## config.mk

```make
export PLATFORM = sky130hd
export DESIGN_NAME = controlUnit
export DESIGN_NICKNAME = d
export VERILOG_FILES = /design/src/rtl/ctrlPkg.sv /design/src/rtl/controlUnit.sv /design/src/rtl/controlWordGen.sv /design/src/rtl/stateSequencer.sv /design/src/rtl/opDecoder.sv /design/src/rtl/instrRegister.sv
export SDC_FILE = /design/constraint.sdc
export NUM_CORES = 1
export LEC_CHECK = 0
export BUFFER_PORTS_ARGS = -buffer_cell sky130_fd_sc_hd__buf_2
export CAP_MARGIN = 30
export CORE_ASPECT_RATIO = 1.5
export CORE_MARGIN = 10
export CORE_UTILIZATION = 45
export CTS_CLUSTER_SIZE = 28
export DETAILED_ROUTE_END_ITERATION = 10
export GPL_TIMING_DRIVEN = 0
export HOLD_SLACK_MARGIN = 0.08
export PLACE_DENSITY = 0.75
export SLEW_MARGIN = 20
export SYNTH_ARGS = -nofsm -noshare
export SYNTH_HDL_FRONTEND = slang
export SYNTH_SLANG_ARGS = --single-unit
```

## constraint.sdc

```tcl
create_clock -name Clk -period 2.85 [get_ports Clk]
set_input_delay 0.7125 -clock Clk [delete_from_list [all_inputs] [get_ports Clk]]
set_output_delay 0.7125 -clock Clk [all_outputs]
set_load 0.01 [all_outputs]
```

## src/rtl/ctrlPkg.sv

```systemverilog
package ctrlPkg;

	localparam int wordW = 32;
	localparam int opW = 6;

	localparam logic [opW-1:0] opRType = 6'd0;
	localparam logic [opW-1:0] opJ = 6'd2;
	localparam logic [opW-1:0] opJal = 6'd3;
	localparam logic [opW-1:0] opBeq = 6'd4;
	localparam logic [opW-1:0] opBne = 6'd5;
	localparam logic [opW-1:0] opAddi = 6'd8;
	localparam logic [opW-1:0] opAddiu = 6'd9;
	localparam logic [opW-1:0] opLw = 6'd35;
	localparam logic [opW-1:0] opSw = 6'd43;

	localparam logic [opW-1:0] fnSll = 6'd0; // Also the nop encoding
	localparam logic [opW-1:0] fnJr = 6'd8;
	localparam logic [opW-1:0] fnBreak = 6'd13;
	localparam logic [opW-1:0] fnAdd = 6'd32;
	localparam logic [opW-1:0] fnSub = 6'd34;
	localparam logic [opW-1:0] fnAnd = 6'd36;

	typedef enum logic [2:0] {aluNone, aluAdd, aluSub, aluAnd} aluOpT;

	typedef enum logic [1:0] {srcAPc, srcARegA} srcAT;
	typedef enum logic [1:0] {srcBRegB, srcBFour, srcBImm, srcBImmShift} srcBT;
	typedef enum logic [2:0] {
		pcAluResult, pcAluOut, pcJumpTarget, pcRegA, pcOvfVector, pcOpcVector
	} pcSrcT;
	typedef enum logic [1:0] {dstRt, dstRd, dstRa} regDstT;
	typedef enum logic [1:0] {wbAluOut, wbMemData, wbPc} wbSrcT;
	typedef enum logic {brOnZero, brOnNotZero} branchT;

	typedef enum logic [3:0] {
		clsNop, clsArith, clsArithImm, clsBranch, clsLoad, clsStore,
		clsJump, clsJal, clsJr, clsBreak, clsIllegal
	} instrClassT;

	typedef enum logic [4:0] {
		stReset, stIdle, stFetch, stFetchWait, stDecode,
		stArith1, stArith2, stArith3,
		stImm1, stImm2, stImm3,
		stBranch1, stBranch2,
		stLoad1, stLoad2, stLoad3, stLoad4,
		stStore1, stStore2, stStore3,
		stJal, stJump, stJr, stBreak,
		stExc1, stExc2, stExc3
	} stateT;

	// R-type and I-type views of one instruction word
	typedef union packed {
		struct packed {
			logic [opW-1:0] opcode;
			logic [4:0] rs;
			logic [4:0] rt;
			logic [4:0] rd;
			logic [4:0] shamt;
			logic [opW-1:0] funct;
		} rFields;
		struct packed {
			logic [opW-1:0] opcode;
			logic [4:0] rs;
			logic [4:0] rt;
			logic [15:0] imm;
		} iFields;
	} instrWordU;

	typedef struct packed {
		srcAT srcA;
		srcBT srcB;
		aluOpT aluOp;
		pcSrcT pcSrc;
		regDstT regDst;
		wbSrcT wbSrc;
		branchT branchOn;
		logic pcWrite;
		logic pcWriteCond;
		logic irWrite;
		logic aWrite;
		logic bWrite;
		logic aluOutWrite;
		logic mdrWrite;
		logic epcWrite;
		logic regWrite;
		logic memWrite;
	} ctrlWordT;

	localparam ctrlWordT ctrlIdle = '0; // No strobes, every select at its first value

	typedef enum logic {causeOverflow, causeOpcode} excCauseT;

endpackage
```

## src/rtl/controlUnit.sv

```systemverilog
`timescale 1ns/10ps

module controlUnit (
	input logic Clk,
	input logic Reset,
	input logic [ctrlPkg::wordW-1:0] memData,
	input logic overflow,
	output ctrlPkg::ctrlWordT ctrl,
	output ctrlPkg::stateT state
);

	ctrlPkg::instrWordU instr;
	ctrlPkg::excCauseT cause;
	ctrlPkg::excCauseT excCauseNext;
	ctrlPkg::instrClassT instrClass;
	ctrlPkg::aluOpT aluOp;
	logic excEnter;
	logic isAddiu;

	instrRegister instrRegister_i (
		.Clk(Clk),
		.Reset(Reset),
		.state(state),
		.memData(memData),
		.excEnter(excEnter),
		.excCauseNext(excCauseNext),
		.instr(instr),
		.cause(cause)
	);

	opDecoder opDecoder_i (
		.instr(instr),
		.instrClass(instrClass),
		.aluOp(aluOp),
		.isAddiu(isAddiu)
	);

	stateSequencer stateSequencer_i (
		.Clk(Clk),
		.Reset(Reset),
		.instrClass(instrClass),
		.isAddiu(isAddiu),
		.overflow(overflow),
		.state(state),
		.excEnter(excEnter),
		.excCauseNext(excCauseNext)
	);

	controlWordGen controlWordGen_i (
		.state(state),
		.instrClass(instrClass),
		.aluOp(aluOp),
		.instr(instr),
		.cause(cause),
		.ctrl(ctrl)
	);

endmodule

```

## src/rtl/controlWordGen.sv

```systemverilog
`timescale 1ns/10ps

module controlWordGen (
	input ctrlPkg::stateT state,
	input ctrlPkg::instrClassT instrClass,
	input ctrlPkg::aluOpT aluOp,
	input ctrlPkg::instrWordU instr,
	input ctrlPkg::excCauseT cause,
	output ctrlPkg::ctrlWordT ctrl
);

	ctrlPkg::branchT branchSense;
	ctrlPkg::pcSrcT excVector;
	logic isRType;

	assign isRType = (instrClass == ctrlPkg::clsArith);

	always_comb begin
		if (instr.iFields.opcode == ctrlPkg::opBne) begin
			branchSense = ctrlPkg::brOnNotZero;
		end else begin
			branchSense = ctrlPkg::brOnZero;
		end
	end

	always_comb begin
		if (cause == ctrlPkg::causeOverflow) begin
			excVector = ctrlPkg::pcOvfVector;
		end else begin
			excVector = ctrlPkg::pcOpcVector;
		end
	end

	always_comb begin
		ctrl = ctrlPkg::ctrlIdle;
		case (state)
			ctrlPkg::stReset: begin
				ctrl.regDst = ctrlPkg::dstRa; // Clear the link register
				ctrl.regWrite = 1'b1;
			end
			ctrlPkg::stFetch: begin
				ctrl.srcA = ctrlPkg::srcAPc;
				ctrl.srcB = ctrlPkg::srcBFour;
				ctrl.aluOp = ctrlPkg::aluAdd;
			end
			ctrlPkg::stFetchWait: ctrl.irWrite = 1'b1;
			ctrlPkg::stDecode: begin
				ctrl.irWrite = 1'b1;
				ctrl.aWrite = 1'b1;
				ctrl.bWrite = 1'b1;
				// Branch target computed ahead of time
				ctrl.srcA = ctrlPkg::srcAPc;
				ctrl.srcB = ctrlPkg::srcBImmShift;
				ctrl.aluOp = ctrlPkg::aluAdd;
				ctrl.aluOutWrite = 1'b1;
			end
			ctrlPkg::stArith1, ctrlPkg::stArith2, ctrlPkg::stImm1, ctrlPkg::stImm2: begin
				ctrl.srcA = ctrlPkg::srcARegA;
				if (isRType) begin
					ctrl.srcB = ctrlPkg::srcBRegB;
				end else begin
					ctrl.srcB = ctrlPkg::srcBImm;
				end
				ctrl.aluOp = aluOp;
				ctrl.aluOutWrite = 1'b1;
			end
			ctrlPkg::stArith3, ctrlPkg::stImm3: begin
				if (isRType) begin
					ctrl.regDst = ctrlPkg::dstRd;
				end else begin
					ctrl.regDst = ctrlPkg::dstRt;
				end
				ctrl.wbSrc = ctrlPkg::wbAluOut;
				ctrl.regWrite = 1'b1;
			end
			ctrlPkg::stBranch1: begin
				ctrl.srcA = ctrlPkg::srcAPc;
				ctrl.srcB = ctrlPkg::srcBImmShift;
				ctrl.aluOp = ctrlPkg::aluAdd;
				ctrl.aluOutWrite = 1'b1;
			end
			ctrlPkg::stBranch2: begin
				ctrl.srcA = ctrlPkg::srcARegA;
				ctrl.srcB = ctrlPkg::srcBRegB;
				ctrl.aluOp = aluOp;
				ctrl.pcSrc = ctrlPkg::pcAluOut; // Target held in ALUOut
				ctrl.branchOn = branchSense;
				ctrl.pcWriteCond = 1'b1;
			end
			ctrlPkg::stLoad1, ctrlPkg::stStore1: begin
				ctrl.srcA = ctrlPkg::srcARegA;
				ctrl.srcB = ctrlPkg::srcBImm;
				ctrl.aluOp = aluOp;
				ctrl.aluOutWrite = 1'b1;
			end
			ctrlPkg::stLoad3: ctrl.mdrWrite = 1'b1;
			ctrlPkg::stLoad4: begin
				ctrl.regDst = ctrlPkg::dstRt;
				ctrl.wbSrc = ctrlPkg::wbMemData;
				ctrl.regWrite = 1'b1;
			end
			ctrlPkg::stStore3: ctrl.memWrite = 1'b1;
			ctrlPkg::stJal: begin
				ctrl.regDst = ctrlPkg::dstRa;
				ctrl.wbSrc = ctrlPkg::wbPc; // Return address
				ctrl.regWrite = 1'b1;
			end
			ctrlPkg::stJump: begin
				ctrl.pcSrc = ctrlPkg::pcJumpTarget;
				ctrl.pcWrite = 1'b1;
			end
			ctrlPkg::stJr: begin
				ctrl.pcSrc = ctrlPkg::pcRegA;
				ctrl.pcWrite = 1'b1;
			end
			ctrlPkg::stExc1: begin
				ctrl.pcSrc = excVector;
				ctrl.epcWrite = 1'b1; // Save faulting PC
			end
			ctrlPkg::stExc2, ctrlPkg::stExc3: begin
				ctrl.pcSrc = excVector;
				ctrl.pcWrite = 1'b1;
			end
			default: ctrl = ctrlPkg::ctrlIdle; // Idle, wait states and break
		endcase
	end

endmodule

```

## src/rtl/stateSequencer.sv

```systemverilog
`timescale 1ns/10ps

module stateSequencer (
	input logic Clk,
	input logic Reset,
	input ctrlPkg::instrClassT instrClass,
	input logic isAddiu,
	input logic overflow,
	output ctrlPkg::stateT state,
	output logic excEnter,
	output ctrlPkg::excCauseT excCauseNext
);

	ctrlPkg::stateT nextState;

	always_ff @(posedge Clk or posedge Reset) begin
		if (Reset) begin
			state <= ctrlPkg::stReset;
		end else begin
			state <= nextState;
		end
	end

	always_comb begin
		nextState = state;
		excEnter = 1'b0;
		excCauseNext = ctrlPkg::causeOverflow;
		case (state)
			ctrlPkg::stReset: nextState = ctrlPkg::stIdle;
			ctrlPkg::stIdle: nextState = ctrlPkg::stFetch;
			ctrlPkg::stFetch: nextState = ctrlPkg::stFetchWait;
			ctrlPkg::stFetchWait: nextState = ctrlPkg::stDecode;
			ctrlPkg::stDecode: begin
				case (instrClass)
					ctrlPkg::clsNop: nextState = ctrlPkg::stIdle;
					ctrlPkg::clsArith: nextState = ctrlPkg::stArith1;
					ctrlPkg::clsArithImm: nextState = ctrlPkg::stImm1;
					ctrlPkg::clsBranch: nextState = ctrlPkg::stBranch1;
					ctrlPkg::clsLoad: nextState = ctrlPkg::stLoad1;
					ctrlPkg::clsStore: nextState = ctrlPkg::stStore1;
					ctrlPkg::clsJump: nextState = ctrlPkg::stJump;
					ctrlPkg::clsJal: nextState = ctrlPkg::stJal;
					ctrlPkg::clsJr: nextState = ctrlPkg::stJr;
					ctrlPkg::clsBreak: nextState = ctrlPkg::stBreak;
					default: begin
						nextState = ctrlPkg::stExc1; // Unknown opcode or funct
						excEnter = 1'b1;
						excCauseNext = ctrlPkg::causeOpcode;
					end
				endcase
			end
			ctrlPkg::stArith1: nextState = ctrlPkg::stArith2;
			ctrlPkg::stArith2: begin
				if (overflow) begin
					nextState = ctrlPkg::stExc1; // Result never written back
					excEnter = 1'b1;
				end else begin
					nextState = ctrlPkg::stArith3;
				end
			end
			ctrlPkg::stArith3: nextState = ctrlPkg::stIdle;
			ctrlPkg::stImm1: nextState = ctrlPkg::stImm2;
			ctrlPkg::stImm2: begin
				if (overflow && !isAddiu) begin
					nextState = ctrlPkg::stExc1;
					excEnter = 1'b1;
				end else begin
					nextState = ctrlPkg::stImm3;
				end
			end
			ctrlPkg::stImm3: nextState = ctrlPkg::stIdle;
			ctrlPkg::stBranch1: nextState = ctrlPkg::stBranch2;
			ctrlPkg::stBranch2: nextState = ctrlPkg::stIdle;
			ctrlPkg::stLoad1: nextState = ctrlPkg::stLoad2;
			ctrlPkg::stLoad2: nextState = ctrlPkg::stLoad3;
			ctrlPkg::stLoad3: nextState = ctrlPkg::stLoad4;
			ctrlPkg::stLoad4: nextState = ctrlPkg::stIdle;
			ctrlPkg::stStore1: nextState = ctrlPkg::stStore2;
			ctrlPkg::stStore2: nextState = ctrlPkg::stStore3;
			ctrlPkg::stStore3: nextState = ctrlPkg::stIdle;
			ctrlPkg::stJal: nextState = ctrlPkg::stJump; // Link first, then jump
			ctrlPkg::stJump: nextState = ctrlPkg::stIdle;
			ctrlPkg::stJr: nextState = ctrlPkg::stIdle;
			ctrlPkg::stBreak: nextState = ctrlPkg::stBreak; // Halt until reset
			ctrlPkg::stExc1: nextState = ctrlPkg::stExc2;
			ctrlPkg::stExc2: nextState = ctrlPkg::stExc3;
			ctrlPkg::stExc3: nextState = ctrlPkg::stIdle;
			default: nextState = ctrlPkg::stIdle;
		endcase
	end

endmodule

```

## src/rtl/opDecoder.sv

```systemverilog
`timescale 1ns/10ps

module opDecoder (
	input ctrlPkg::instrWordU instr,
	output ctrlPkg::instrClassT instrClass,
	output ctrlPkg::aluOpT aluOp,
	output logic isAddiu
);

	logic zeroFields;

	// sll with all operand fields zero is the canonical nop
	assign zeroFields = ({instr.rFields.rs, instr.rFields.rt,
		instr.rFields.rd, instr.rFields.shamt} == '0);

	always_comb begin
		instrClass = ctrlPkg::clsIllegal;
		aluOp = ctrlPkg::aluNone;
		isAddiu = 1'b0;
		case (instr.rFields.opcode)
			ctrlPkg::opRType: begin
				case (instr.rFields.funct)
					ctrlPkg::fnSll: begin
						if (zeroFields) begin
							instrClass = ctrlPkg::clsNop;
						end
					end
					ctrlPkg::fnJr: instrClass = ctrlPkg::clsJr;
					ctrlPkg::fnBreak: instrClass = ctrlPkg::clsBreak;
					ctrlPkg::fnAdd: begin
						instrClass = ctrlPkg::clsArith;
						aluOp = ctrlPkg::aluAdd;
					end
					ctrlPkg::fnSub: begin
						instrClass = ctrlPkg::clsArith;
						aluOp = ctrlPkg::aluSub;
					end
					ctrlPkg::fnAnd: begin
						instrClass = ctrlPkg::clsArith;
						aluOp = ctrlPkg::aluAnd;
					end
					default: instrClass = ctrlPkg::clsIllegal;
				endcase
			end
			ctrlPkg::opJ: instrClass = ctrlPkg::clsJump;
			ctrlPkg::opJal: instrClass = ctrlPkg::clsJal;
			ctrlPkg::opBeq, ctrlPkg::opBne: begin
				instrClass = ctrlPkg::clsBranch;
				aluOp = ctrlPkg::aluSub; // Compare by subtraction
			end
			ctrlPkg::opAddi: begin
				instrClass = ctrlPkg::clsArithImm;
				aluOp = ctrlPkg::aluAdd;
			end
			ctrlPkg::opAddiu: begin
				instrClass = ctrlPkg::clsArithImm;
				aluOp = ctrlPkg::aluAdd;
				isAddiu = 1'b1; // Overflow ignored
			end
			ctrlPkg::opLw: begin
				instrClass = ctrlPkg::clsLoad;
				aluOp = ctrlPkg::aluAdd; // Base plus offset
			end
			ctrlPkg::opSw: begin
				instrClass = ctrlPkg::clsStore;
				aluOp = ctrlPkg::aluAdd;
			end
			default: instrClass = ctrlPkg::clsIllegal;
		endcase
	end

endmodule

```

## src/rtl/instrRegister.sv

```systemverilog
`timescale 1ns/10ps

module instrRegister (
	input logic Clk,
	input logic Reset,
	input ctrlPkg::stateT state,
	input logic [ctrlPkg::wordW-1:0] memData,
	input logic excEnter,
	input ctrlPkg::excCauseT excCauseNext,
	output ctrlPkg::instrWordU instr,
	output ctrlPkg::excCauseT cause
);

	logic loadInstr;

	// Memory word is valid at the end of the wait state
	assign loadInstr = (state == ctrlPkg::stFetchWait);

	always_ff @(posedge Clk or posedge Reset) begin
		if (Reset) begin
			instr <= '0;
		end else if (loadInstr) begin
			instr <= ctrlPkg::instrWordU'(memData);
		end
	end

	// Cause stays valid through the whole exception sequence
	always_ff @(posedge Clk or posedge Reset) begin
		if (Reset) begin
			cause <= ctrlPkg::causeOverflow;
		end else if (excEnter) begin
			cause <= excCauseNext;
		end
	end

endmodule

```

==> results.py <==
metrics = {
    "final_layout": {
        "diodes": 0,
        "layout_common_cells": "buf_2, dfrtp_1, mux2_2",
        "drive_above_1_share_pct": 45.8,
        "stdcell_count": 424,
        "finalCoreUtilization_pct": 60.2,
        "nNetsFinal": 388,
        "final_common_cell": "buf_2",
        "design_area_um2": 3310,
        "area_growth_pct": 29.0,
    },
    "clocking": {
        "path_clk_slew_ns": 0.08,
        "clock-sinks": 38,
        "cts.htree.levels": 2,
        "clkLatencyLatePin_ns": 0.29,
        "cts_tree": "done",
        "clk_path_buf_depth": 2,
        "cts_buffers": 5,
        "cts_hold_buffers": 0,
        "cts_root_buf": "clkbuf_8",
    },
    "synth": {
        "postSynthAreaPerCell_um2": 9.50,
        "synth-async-reset-ratio_pct": 100,
        "synthFlopType": "dfrtp_1",
        "synth_area_leader_cell": "dfrtp_1",
        "synth_top_area_share_pct": 37.1,
        "synth_edf_count": 0,
        "synth-seq-cells": 38,
        "synth_area_um2": 2560,
        "ys_types": 65,
        "netlist_top_cells_area": "dfrtp_1, mux2_2, nand2_1",
        "synthCells": 270,
        "synth-warning-count": 0,
        "synth-seq-area-share_pct": 37.1,
    },
    "pwr": {
        "p_int_uw": 2040,
        "ir_worst_vdd_uv": 607,
        "leakagePower_uw": 0.00149,
        "p_comb_share_pct": 58.5,
        "switching_share_pct": 42.9,
        "p_switching_uw": 1530,
        "p_per_area_nw_per_um2": 1080,
        "power_frac_seq_pct": 28.6,
        "p_clk_share_pct": 12.8,
    },
    "setup_path": {
        "crit_chain": "buf_6, nor3_4, buf_6, nand3b_4, a2111oi_4, nor3_2, nand2_2, o21a_1, buf_2",
        "critPathCaptureType": "output pin",
        "crit_path_max_incr_delay_ns": 0.40,
        "required_ns": 2.14,
        "r2r_start": "instrRegister_i.instr[31]",
        "crit_fanout": 8,
        "cp_slowest_cell": "a2111oi_4",
        "critPathKind": "flop to output pin",
        "crit_top_cell": "buf_6",
        "startpoint_type": "flop",
        "crit_arrival_ns": 2.17,
        "ff2ff_path_depth": 9,
        "startpoint": "instrRegister_i.instr[31]",
    },
    "floorplan": {
        "initial_core_util_pct": 46.7,
        "die-area_um2": 9180,
        "die_x_um": 81.6,
        "coreArea_um2": 5490,
        "pin_count": 65,
        "rows": 33,
        "die_h_um": 112,
    },
    "route": {
        "via_per_inst": 5.61,
        "drt-initial-drc-count": 135,
        "wl_per_cell_um": 16.6,
        "route.detailed.drc": 0,
        "finalWirelength_mm": 7.05,
        "vias": 2377,
        "ant_nets": 0,
        "drt_pass1_iterations": 5,
    },
    "outcome": {
        "outcome": "finished with violations",
        "violations": "setup timing",
    },
    "timing": {
        "final_hold_viol_count": 0,
        "setup_viol": 1,
        "fmax_ghz": 0.347,
        "fin_skew_ns": 0.00565,
        "fin_crit_ns": 2.88,
        "drv_slew": 0,
        "setup_ws_ns": -0.0331,
        "rsz0062_at_grt": "yes",
        "finalCritPeriodShare_pct": 101,
    },
    "place": {
        "io_buffer_count": 62,
        "place_area_um2": 2990,
        "dp_hpwl_mm": 5.27,
        "gp_congestion": 0.931,
        "dp_cells": 404,
    },
    "grt": {
        "grt_max_degree": 29,
        "antenna_found_initial": 0,
        "grt_pass1_vias": 2353,
        "grt_use_total_pct": 14.4,
        "grt_overflow": 0,
        "grt_pass1_wl_mm": 10.9,
    },
    "flow_run": {
        "drv_cap": 0,
    },
    "worst_hold_path": {
        "hold_class": "input port to asynchronous set/reset pin",
    },
}
==> registers in the layout (all words and copies together), names as in the netlist <==
signal                  flops
stateSequencer_i.state      5
instrRegister_i.instr      32
instrRegister_i.cause       1
==> synth_stat cells, types with 3 or more instances <==
master and instances:
inv_1 5, buf_4 5, mux2_2 25, nand2_1 24, nor3_2 3, nor4_1 5
o21ai_1 3, nor3b_1 3, buf_2 8, or3_1 3, nor3_1 6, nand2b_1 8
dfrtp_1 38, a21oi_1 14, clkbuf_1 4, nor2b_1 7, o31ai_1 4, nor2_1 21
mux2_1 5, o21ai_0 11, o211ai_1 4, o21a_1 3, nand3_1 9, o22ai_1 3
xor2_1 3
==> worst paths after layout <==
kind	slack [ns]	endpoint
worst min-delay path	0.34	stateSequencer_i.state[2]
max in group asynchronous	2.07	instrRegister_i.instr[29]
worst max-delay path	-0.03	ctrl[22]
min in group Clk	0.49	instrRegister_i.instr[13]
worst max register to register	0.76	stateSequencer_i.state[3]
worst min register to register	0.49	instrRegister_i.instr[13]
==> timing repair <==
item                                    in CTS  in global routing
pin swaps                                    1                 10
endpoints found under the setup margin       4                  7
setup buffers                                0                 12
resized for setup                            6                 23
==> power groups by stage <==
stage / registers, uW / clock network (uW) / logic, uW
6_report: 1020 / 458 / 2090
5_1_grt: 1060 / 489 / 2270
4_1_cts: 1010 / 465 / 1850
3_5_place_dp: 1020 / 0 / 1820
3_3_place_gp: 1000 / 0 / 1780
2_1_floorplan: 978 / 0 / 1390
==> cell families after synthesis <==
kind of cell | after synthesis | share of synthesized area [%]
compound gates | 59 | 17.6
flops | 38 | 37.1
xor+xnor | 5 | 1.71
other cells | 1 | 0.146
buf+inv | 27 | 5.52
mux | 32 | 14.0
simple gates | 108 | 24.0
==> critical path, delay by kind of cell (launching register included) <==
family / cells / cell delay [ns]
AO/OA/AOI/OAI: 2 / 0.52
AND/OR/NAND/NOR: 4 / 0.58
flip-flops: 1 / 0.38
buffers and inverters: 3 / 0.40
==> through the flow <==
stage	TNS (ns)	power (uW)	worst slack, ns	hold slack, ns
final	-0.0331	3570	-0.0331	0.342
after global routing	-0.318	3820	-0.141	0.353
after CTS	-0.0532	3320	-0.0532	0.343
after detailed placement	0	2840	0.225	0.482
after global placement	0	2780	0.250	0.470
after floorplan	0	2370	0.433	0.458
==> per-layer routing <==
layer  GRT usage (%)  vias to the layer above  routed length (um)  part of all wire, %
met1            15.6                     1110                2480                   35
li1                -                     1139                   -                    -
met4            5.24                        0                 133                  1.9
met5               0                        -                   0                    0
met2            25.7                      111                3850                   55
met3            3.43                       17                 589                  8.3
==> final cells by class <==
cell class,instances,area [um^2]
multi-input combinational,206,1570
fill,467,2180
sequential,38,952
clock inverter,3,45.0
tap,70,87.6
buffer,21,128
clock buffer,5,68.8
inverter,6,25.0
timing repair buffer,75,428
(Power assumes the default switching activity.)
